<file path="config.mk">
export PLATFORM = sky130hd
export DESIGN_NAME = decompressor_top
export DESIGN_NICKNAME = d
export VERILOG_FILES = /design/src/dec_pkg.sv /design/src/decompressor_top.sv /design/src/packet_packer.sv /design/src/unit_lane.sv /design/src/group_loader.sv /design/src/group_fetch_fifo.sv
export SDC_FILE = /design/constraint.sdc
export NUM_CORES = 2
export LEC_CHECK = 0
export ABC_AREA = 1
export BUFFER_PORTS_ARGS = -buffer_cell sky130_fd_sc_hd__buf_4
export CORE_MARGIN = 4
export CORE_UTILIZATION = 45
export CTS_CLUSTER_SIZE = 14
export DETAILED_ROUTE_END_ITERATION = 16
export HOLD_SLACK_MARGIN = 0.06
export PLACE_DENSITY = 0.71
export RECOVER_POWER = 50
export SETUP_SLACK_MARGIN = 0.3
export SYNTH_ARGS = -nofsm -noshare
export SYNTH_HDL_FRONTEND = slang
export SYNTH_SLANG_ARGS = --single-unit
</file>
<file path="constraint.sdc">
create_clock -name layer23_gated_clk -period 25.1 [get_ports layer23_gated_clk]
set_input_delay 2.51 -clock layer23_gated_clk [delete_from_list [all_inputs] [get_ports layer23_gated_clk]]
set_output_delay 2.51 -clock layer23_gated_clk [all_outputs]
set_load 0.03 [all_outputs]
</file>
<file path="src/dec_pkg.sv">
package dec_pkg;

    // one compress group carries five units below the four info bits
    localparam int UNITS_PER_GROUP = 5;
    localparam int PACKET_BYTES    = 8;                 // byte slots in one global buffer packet

    // end index value meaning every unit in the group is valid
    localparam logic [2:0] END_IDX_ALL = 3'b111;

    // val sits above zero_run so that unit 0 lands on bits 11:0 of the word
    typedef struct packed {
        logic [7:0] val;
        logic [3:0] zero_run;                           // zeros emitted ahead of val
    } compress_unit_t;

    // matches the 64-bit memory word bit for bit
    typedef struct packed {
        logic                                       end_flag;   // bit 63, end unit keeps its value
        logic [2:0]                                 end_idx;    // bits 62:60
        compress_unit_t [UNITS_PER_GROUP-1:0]       units;      // unit 0 at the low end
    } compress_group_t;

    // what one unit still owes the output stream
    typedef struct packed {
        logic [3:0] zeros_left;
        logic       val_pending;
        logic [7:0] val;
    } unit_residual_t;

    // one lane's bytes for the current packet, placed at their final slots
    typedef struct packed {
        logic [PACKET_BYTES-1:0][7:0] data;
        logic [PACKET_BYTES-1:0]      mask;
    } lane_write_t;

    typedef struct packed {
        logic [PACKET_BYTES-1:0][7:0] data;
        logic [PACKET_BYTES-1:0]      valid_mask;       // slot i holds a byte of the stream
        logic                         packet_valid;     // offered to the global buffer
    } out_packet_t;

    // the loader alternates load and expand until the end group drains
    typedef enum logic [1:0] {
        ST_IDLE,
        ST_LOAD,
        ST_EXPAND,
        ST_FINISHED
    } loader_state_e;

endpackage
</file>
<file path="src/decompressor_top.sv">
`timescale 1ns/1ps

module decompressor_top #(
    parameter int FIFO_DEPTH = 16
) (
    input  logic                     layer23_gated_clk,
    input  logic                     rst_n,
    input  logic                     start,
    input  dec_pkg::compress_group_t mem_data,
    input  logic                     mem_data_valid,
    input  logic                     mem_ack,
    input  logic                     global_buffer_req,
    output logic                     mem_req,
    output dec_pkg::out_packet_t     out_packet,
    output logic                     map_done
);
    import dec_pkg::*;

    compress_group_t                      group_head;
    logic                                 fifo_empty;
    logic                                 pop;
    logic                                 advance;
    logic                                 last_group_drained;
    unit_residual_t [UNITS_PER_GROUP-1:0] unit_residual;   // loader to lanes
    unit_residual_t [UNITS_PER_GROUP-1:0] lane_residual;   // lanes back to loader
    lane_write_t    [UNITS_PER_GROUP-1:0] lane_write;
    logic           [UNITS_PER_GROUP:0][3:0] slot_chain;  // entry 0 is the packer fill level

    group_fetch_fifo #(
        .FIFO_DEPTH (FIFO_DEPTH)
    ) i_fetch (
        .layer23_gated_clk (layer23_gated_clk),
        .rst_n             (rst_n),
        .start             (start),
        .mem_data          (mem_data),
        .mem_data_valid    (mem_data_valid),
        .mem_ack           (mem_ack),
        .pop               (pop),
        .mem_req           (mem_req),
        .group_head        (group_head),
        .fifo_empty        (fifo_empty)
    );

    group_loader i_loader (
        .layer23_gated_clk  (layer23_gated_clk),
        .rst_n              (rst_n),
        .start              (start),
        .group_head         (group_head),
        .fifo_empty         (fifo_empty),
        .advance            (advance),
        .lane_residual      (lane_residual),
        .pop                (pop),
        .unit_residual      (unit_residual),
        .last_group_drained (last_group_drained)
    );

    // lanes hand the next free slot down the chain in unit order
    for (genvar i = 0; i < UNITS_PER_GROUP; i++) begin : g_lane
        unit_lane i_lane (
            .residual     (unit_residual[i]),
            .slot_in      (slot_chain[i]),
            .residual_out (lane_residual[i]),
            .slot_out     (slot_chain[i+1]),
            .lane_write   (lane_write[i])
        );
    end

    packet_packer i_packer (
        .layer23_gated_clk  (layer23_gated_clk),
        .rst_n              (rst_n),
        .start              (start),
        .global_buffer_req  (global_buffer_req),
        .lane_write         (lane_write),
        .slot_end           (slot_chain[UNITS_PER_GROUP]),
        .last_group_drained (last_group_drained),
        .advance            (advance),
        .fill_level         (slot_chain[0]),
        .out_packet         (out_packet),
        .map_done           (map_done)
    );

endmodule

</file>
<file path="src/packet_packer.sv">
`timescale 1ns/1ps

module packet_packer (
    input  logic                                           layer23_gated_clk,
    input  logic                                           rst_n,
    input  logic                                           start,
    input  logic                                           global_buffer_req,
    input  dec_pkg::lane_write_t [dec_pkg::UNITS_PER_GROUP-1:0] lane_write,
    input  logic [3:0]                                     slot_end,
    input  logic                                           last_group_drained,
    output logic                                           advance,
    output logic [3:0]                                     fill_level,
    output dec_pkg::out_packet_t                           out_packet,
    output logic                                           map_done
);
    import dec_pkg::*;

    logic        take;          // global buffer accepts the offered packet
    logic        pkt_full;
    logic        pkt_tail;      // map is over and a partial packet must go out
    logic [3:0]  fill_q;        // slots already used in the held packet
    out_packet_t pkt_next;

    assign take    = out_packet.packet_valid && global_buffer_req;
    assign advance = !out_packet.packet_valid || global_buffer_req;   // stall only while refused

    // after a take the lanes start over at slot 0 in the same cycle
    assign fill_level = take ? 4'd0 : fill_q;

    assign pkt_full = slot_end == 4'(PACKET_BYTES);
    assign pkt_tail = last_group_drained && (slot_end != 4'd0);

    always_comb begin
        if (take) begin
            pkt_next = '0;
        end else begin
            pkt_next = out_packet;
        end
        if (advance) begin
            // lanes never overlap, so a plain OR merges them
            for (int i = 0; i < UNITS_PER_GROUP; i++) begin
                pkt_next.data       = pkt_next.data | lane_write[i].data;
                pkt_next.valid_mask = pkt_next.valid_mask | lane_write[i].mask;
            end
            pkt_next.packet_valid = pkt_full || pkt_tail;
        end
    end

    always_ff @(posedge layer23_gated_clk or negedge rst_n) begin
        if (!rst_n) begin
            out_packet <= '0;
            fill_q     <= '0;
            map_done   <= 1'b0;
        end else if (start) begin
            out_packet <= '0;
            fill_q     <= '0;
            map_done   <= 1'b0;
        end else begin
            out_packet <= pkt_next;
            if (advance) begin
                fill_q <= slot_end;
            end
            // last group empty and no byte held, which also covers the cycle
            // the final packet is taken
            if (advance && last_group_drained && slot_end == 4'd0) begin
                map_done <= 1'b1;
            end
        end
    end

endmodule

</file>
<file path="src/unit_lane.sv">
`timescale 1ns/1ps

module unit_lane (
    input  dec_pkg::unit_residual_t residual,
    input  logic [3:0]              slot_in,
    output dec_pkg::unit_residual_t residual_out,
    output logic [3:0]              slot_out,
    output dec_pkg::lane_write_t    lane_write
);
    import dec_pkg::*;

    logic [4:0] slot_ext;       // first free slot, widened for the arithmetic
    logic [4:0] zeros_ext;
    logic [4:0] unit_len;       // bytes this unit still owes
    logic [4:0] free_slots;     // room left in the packet from slot_in on
    logic [4:0] wr_len;         // bytes actually written this cycle

    assign slot_ext   = {1'b0, slot_in};
    assign zeros_ext  = {1'b0, residual.zeros_left};
    assign unit_len   = zeros_ext + {4'b0000, residual.val_pending};
    assign free_slots = 5'(PACKET_BYTES) - slot_ext;
    assign wr_len     = (unit_len < free_slots) ? unit_len : free_slots;

    assign slot_out = slot_in + wr_len[3:0];   // next lane starts where this one stopped

    // zeros are used up first, the value only goes once every zero is out
    always_comb begin
        residual_out.val = residual.val;
        if (wr_len < zeros_ext) begin
            residual_out.zeros_left  = residual.zeros_left - wr_len[3:0];
            residual_out.val_pending = residual.val_pending;
        end else begin
            residual_out.zeros_left  = '0;
            residual_out.val_pending = residual.val_pending && (wr_len == zeros_ext);
        end
    end

    // place the bytes at their packet slots, zeros ahead of the value
    always_comb begin
        lane_write = '0;
        for (int k = 0; k < PACKET_BYTES; k++) begin
            if ((5'(k) >= slot_ext) && (5'(k) < slot_ext + wr_len)) begin
                lane_write.mask[k] = 1'b1;
                if (5'(k) - slot_ext < zeros_ext) begin
                    lane_write.data[k] = 8'h00;
                end else begin
                    lane_write.data[k] = residual.val;     // always the last byte written
                end
            end
        end
    end

endmodule

</file>
<file path="src/group_loader.sv">
`timescale 1ns/1ps

module group_loader (
    input  logic                                              layer23_gated_clk,
    input  logic                                              rst_n,
    input  logic                                              start,
    input  dec_pkg::compress_group_t                          group_head,
    input  logic                                              fifo_empty,
    input  logic                                              advance,
    input  dec_pkg::unit_residual_t [dec_pkg::UNITS_PER_GROUP-1:0] lane_residual,
    output logic                                              pop,
    output dec_pkg::unit_residual_t [dec_pkg::UNITS_PER_GROUP-1:0] unit_residual,
    output logic                                              last_group_drained
);
    import dec_pkg::*;

    loader_state_e                           state;
    logic                                    end_group;   // group in hand closes the map
    logic                                    head_is_end;
    logic                                    all_empty;   // lanes drain everything this cycle
    unit_residual_t [UNITS_PER_GROUP-1:0]    loaded;      // head group turned into residuals

    // units before the end index are whole, the end unit keeps its value only
    // with the end flag, anything later is padding
    function automatic unit_residual_t unit_to_residual(
        input compress_unit_t unit,
        input logic [2:0]     idx,
        input logic [2:0]     end_idx,
        input logic           end_flag
    );
        unit_residual_t res;
        res.val = unit.val;
        if (idx < end_idx) begin
            res.zeros_left  = unit.zero_run;               // all ones end index lands here too
            res.val_pending = 1'b1;
        end else if (idx == end_idx) begin
            res.zeros_left  = unit.zero_run;
            res.val_pending = end_flag;
        end else begin
            res.zeros_left  = '0;
            res.val_pending = 1'b0;
        end
        return res;
    endfunction

    assign head_is_end = group_head.end_idx != END_IDX_ALL;

    always_comb begin
        for (int i = 0; i < UNITS_PER_GROUP; i++) begin
            loaded[i] = unit_to_residual(group_head.units[i], 3'(i),
                                         group_head.end_idx, group_head.end_flag);
        end
    end

    always_comb begin
        all_empty = 1'b1;
        for (int i = 0; i < UNITS_PER_GROUP; i++) begin
            if (lane_residual[i].zeros_left != '0 || lane_residual[i].val_pending) begin
                all_empty = 1'b0;
            end
        end
    end

    // pop on the first load and whenever the group in hand empties out
    assign pop = advance && !fifo_empty &&
                 ((state == ST_LOAD) || (state == ST_EXPAND && all_empty && !end_group));

    assign last_group_drained = end_group && all_empty &&
                                (state == ST_EXPAND || state == ST_FINISHED);

    always_ff @(posedge layer23_gated_clk or negedge rst_n) begin
        if (!rst_n) begin
            state         <= ST_IDLE;
            unit_residual <= '0;
            end_group     <= 1'b0;
        end else if (start) begin
            state         <= ST_LOAD;
            unit_residual <= '0;
            end_group     <= 1'b0;
        end else if (advance) begin
            case (state)
                ST_LOAD: begin
                    if (!fifo_empty) begin
                        unit_residual <= loaded;
                        end_group     <= head_is_end;
                        state         <= ST_EXPAND;
                    end
                end
                ST_EXPAND: begin
                    if (all_empty && end_group) begin
                        unit_residual <= lane_residual;     // nothing left, hold until next start
                        state         <= ST_FINISHED;
                    end else if (all_empty && !fifo_empty) begin
                        unit_residual <= loaded;            // back to back groups, no bubble
                        end_group     <= head_is_end;
                    end else if (all_empty) begin
                        unit_residual <= lane_residual;
                        state         <= ST_LOAD;           // queue ran dry, wait for memory
                    end else begin
                        unit_residual <= lane_residual;     // partly written, keep the rest
                    end
                end
                default: begin
                end
            endcase
        end
    end

endmodule

</file>
<file path="src/group_fetch_fifo.sv">
`timescale 1ns/1ps

module group_fetch_fifo #(
    parameter int FIFO_DEPTH = 16
) (
    input  logic                     layer23_gated_clk,
    input  logic                     rst_n,
    input  logic                     start,
    input  dec_pkg::compress_group_t mem_data,
    input  logic                     mem_data_valid,
    input  logic                     mem_ack,
    input  logic                     pop,
    output logic                     mem_req,
    output dec_pkg::compress_group_t group_head,
    output logic                     fifo_empty
);
    import dec_pkg::*;

    localparam int AW = $clog2(FIFO_DEPTH);

    compress_group_t fifo_mem [FIFO_DEPTH];
    logic [AW:0]     wr_ptr;        // next slot an arriving word lands in
    logic [AW:0]     rsv_ptr;       // slots already promised to the memory
    logic [AW:0]     rd_ptr;        // head of the queue seen by the loader
    logic            fetch_en;      // high from start until the end group is stored
    logic            rsv_full;
    logic            wr_en;
    logic            word_is_end;

    // every slot between rd_ptr and rsv_ptr is either filled or still in flight
    assign rsv_full = (rsv_ptr[AW] != rd_ptr[AW]) &&
                      (rsv_ptr[AW-1:0] == rd_ptr[AW-1:0]);

    assign mem_req = fetch_en && !rsv_full;

    // once fetch_en drops, late words from the memory are simply ignored
    assign wr_en       = mem_data_valid && fetch_en;
    assign word_is_end = mem_data.end_idx != END_IDX_ALL;   // a partial group closes the map

    assign fifo_empty = rd_ptr == wr_ptr;
    assign group_head = fifo_mem[rd_ptr[AW-1:0]];

    always_ff @(posedge layer23_gated_clk or negedge rst_n) begin
        if (!rst_n) begin
            wr_ptr   <= '0;
            rsv_ptr  <= '0;
            rd_ptr   <= '0;
            fetch_en <= 1'b0;
        end else if (start) begin
            // a new map throws away whatever the queue still holds
            wr_ptr   <= '0;
            rsv_ptr  <= '0;
            rd_ptr   <= '0;
            fetch_en <= 1'b1;
        end else begin
            if (mem_req && mem_ack) begin
                rsv_ptr <= rsv_ptr + 1'b1;                  // the memory took the request
            end
            if (wr_en) begin
                wr_ptr <= wr_ptr + 1'b1;
                if (word_is_end) begin
                    fetch_en <= 1'b0;                       // no more requests for this map
                end
            end
            if (pop) begin
                rd_ptr <= rd_ptr + 1'b1;
            end
        end
    end

    // arriving groups are written at the slot wr_ptr points to
    always_ff @(posedge layer23_gated_clk) begin
        if (wr_en) begin
            fifo_mem[wr_ptr[AW-1:0]] <= mem_data;
        end
    end

endmodule

</file>
==> impl_metrics.tcl <==
set metrics [dict create \
    timing.final.ws_setup_ns 4.41 \
    worstSetupStartpointType "input port" \
    skew_ns 0.0509 \
    shortest_clock_period_the_worst_path_allows_after_layout_ns 20.69 \
    wl_per_cell_um 23.0 \
    synth_cell_type_count 63 \
    area.growth.synth_to_final_pct 10.4 \
    crit_fanout 41 \
    synth_compound_gate_area_share_pct 11.7 \
    dp_hpwl_mm 100 \
    synth-seq-cells 1186 \
    setup_violations 0 \
    root_cell_of_the_clock_tree "clkbuf_16" \
    global_route.usage.met3_pct 4.58 \
    synth.area.top_cells "edfxtp_1, nand2_1, dfrtp_1" \
    tightest_slew_ns 5.77 \
    critical_path.endpoint "i_loader.end_group$_DFFE_PN0P_" \
    crit_arrival_ns 21.30 \
    synth_mux_area_share_pct 0 \
    layout_cells_sized_above_1_pct 6.43 \
    synthesis.area_um2 57100 \
    synth_sequential_area_ratio_pct 61.0 \
    total_via_count_in_the_routed_design 42200 \
    row_count 130 \
    worst_slack_placed_ns 3.98 \
    yosys_warnings 0 \
    critical-path-slowest-cell "a21oi_4" \
    asyncSetResetFlopFracSynth_pct 13.7 \
    maxCapViolations 11 \
    crit_top_cell "nand2_1" \
    drt-pass1-iter-count 9 \
    post_cts_hold_buffer_count 0 \
    cts_post_setup_buffers_inserted 0 \
    io_buffers 144 \
    number_of_antenna_violations_at_the_first_check_in_global_routing 21 \
    clock_latency_ns 0.72 \
    routed_wirelength_mm 165 \
    die_h_um 364 \
    global_route.peak_usage_layer "met2" \
    synth-adder-area-share_pct 6.14 \
    route.detailed.vias_per_inst 5.88 \
    floorplan.initialDensity_pct 45.4 \
    kind_of_cell_with_the_highest_combined_delay_on_the_critical_path "adder cells" \
    rr_worst_depth 83 \
    clk_pin_slew_ns 0.06 \
    globalRoute.totalOverflow 0 \
    violated_checks "max-capacitance violations, max-slew violations" \
    synth_largest_area_cell "edfxtp_1" \
    report.final.hold_viol_count 0 \
    synthesized_area_fraction_occupied_by_xor_and_xnor_cells_pct 0.967 \
    tritoncts_clock_tree "yes" \
    unrepaired_setup_endpoints_after_global_routing "no" \
    global_route.usage.met2_pct 39.3 \
    synth_top_area_share_pct 53.9 \
    main_combinational_cell_family_by_area_after_synthesis "simple AND/OR/NAND/NOR gates" \
    run_status "finished, violations left" \
    globalRouteMet1Util_pct 32.8 \
    clk_path_buf_depth 3 \
    layout.filler_cells 11000 \
    detailedRoute.firstIterationViolations 4788 \
    setup.reg_to_reg.worst_slack_ns 5.85 \
    finalSetupTns_ns 0 \
    global_route_wire_length_before_repair_mm 246 \
    drc 0 \
    maxSlewViolCount 558 \
    h_tree_depth 3 \
    netlist_instances 5395 \
    timing.critical_path.depth 84 \
    grt.total_usage_pct 24.2 \
    achievable-frequency_mhz 48.3 \
    cts.sink_count 1186 \
    synth_most_common_cell "nand2_1" \
    reg2reg_from "i_packer.out_packet[0]$_DFFE_PN0P_" \
    first_global_vias 40000 \
    hold_path_startpoint "i_packer.out_packet[47]$_DFF_PN0_" \
    category_of_the_critical_setup_timing_path "input port to flip-flop" \
    worst_r2r_endpoint "i_loader.end_group$_DFFE_PN0P_" \
    post-route-period-util_pct 82.4 \
    maxSlewHeadroom_pct -285 \
    hold_class "flip-flop to flip-flop" \
    yosys_most_used_dff "edfxtp_1" \
    timing.critical_path.required_ns 25.71 \
    numCtsBuffers 117 \
    nets 5764 \
    mappedNetlistNets 5739 \
    synthTopCellsByCount "nand2_1, edfxtp_1, a21oi_1, inv_1, nand3_1" \
    gp_routability_congestion 1.01 \
    synth_enable_flop_cells 1024 \
    antenna_left 0 \
    pin_count 145 \
    crit_path_start "global_buffer_req" \
    overall_die_width_um 364 \
    syn_area_per_cell_um2 10.6 \
    critical_path.endpoint_type "flip-flop" \
    die_area_um2 133000 \
    cts.repair.resized 0 \
    critical_path.n_buffers_inverters 17 \
    floorplan.core_area_um2 126000 \
    cp_slowest_stage_delay_ns 1.01 \
    share_of_synthesized_cell_area_in_and_or_nand_and_nor_gates_pct 15.7 \
    grt_max_degree 200 \
]
## area by class of cell
class / instances / area [um^2] / share of cell area, %
Antenna cell: 9 / 22.5 / 0.0358
Clock buffer: 149 / 3140 / 4.99
Inverter: 360 / 1370 / 2.17
Tap cell: 1650 / 2060 / 3.28
Clock inverter: 71 / 569 / 0.904
Multi-Input combinational cell: 3565 / 19800 / 31.5
Timing Repair Buffer: 190 / 1200 / 1.91
Sequential cell: 1186 / 34800 / 55.3
## how the worst min path moves through the flow
stage / end / slack [ns] / cells past startpoint
final: i_packer.out_packet[47]$_DFF_PN0_ / 0.48 / 2
after CTS: i_packer.out_packet[46]$_DFF_PN0_ / 0.48 / 2
after detailed placement: i_packer.out_packet[46]$_DFF_PN0_ / 0.47 / 2
after global routing: i_packer.out_packet[46]$_DFF_PN0_ / 0.50 / 2
after global placement: i_packer.out_packet[14]$_DFF_PN0_ / 0.46 / 2
after floorplan: i_loader.unit_residual[51]$_DFFE_PN0P_ / 0.45 / 2
## through the flow
stage	hold slack, ns	instance area (um^2)	cells	util [%]
4_1_cts	0.484	63300	7171	50.3
5_1_grt	0.499	63000	7176	50.1
3_3_place_gp	0.464	59600	6951	47.4
2_1_floorplan	0.449	57100	5395	-
6_report	0.478	63000	7180	50.1
3_5_place_dp	0.467	59600	6951	47.4
## state kept, by name, summed over array words and instances, names as in the netlist
register	flops
i_loader.unit_residual	65
i_fetch.fetch_en	1
i_loader.state	2
i_fetch.fifo_mem	1024
i_fetch.rd_ptr	5
i_loader.end_group	1
i_packer.out_packet	73
i_packer.map_done	1
i_packer.fill_q	4
i_fetch.rsv_ptr	5
i_fetch.wr_ptr	5
## placed cells by master, fill, tap and decap left out, types with 117 or more instances in the layout
master | Yosys | layout
ha_1 | 264 | 264
a21oi_1 | 470 | 470
nand2_1 | 1483 | 1483
inv_1 | 346 | 345
clkbuf_16 | 0 | 119
dfrtp_1 | 162 | 159
buf_4 | 0 | 117
a221oi_1 | 124 | 124
nand3_1 | 316 | 316
nor2_1 | 229 | 215
edfxtp_1 | 1024 | 1024
o21ai_0 | 186 | 186
## metal layers
metal  vias up  wire [um]
met2      2052      77400
met5         -        135
li1      19200          -
met1     20500      66500
met3       403      15400
met4        22       5850
## worst register-to-register path, delay by kind of cell, from the launching register on
| kind | cells | cell delay (ns) |
|---|---|---|
| fa+ha+maj | 19 | 6.74 |
| simple gates | 32 | 5.23 |
| compound gates | 11 | 3.51 |
| buf+inv | 16 | 2.07 |
| xor+xnor | 5 | 1.12 |
| flops | 1 | 0.48 |
## logic make-up after synthesis
family	Yosys count
and+or+nand+nor	2176
AOI/OAI and AO/OA	1052
xor gates and xnor gates	63
DFF	1186
buffers and inverters	644
adders and majority gates	274
Power is not shown: default switching activity piles up to over one toggle a cycle in this logic, so the estimate is an artifact.
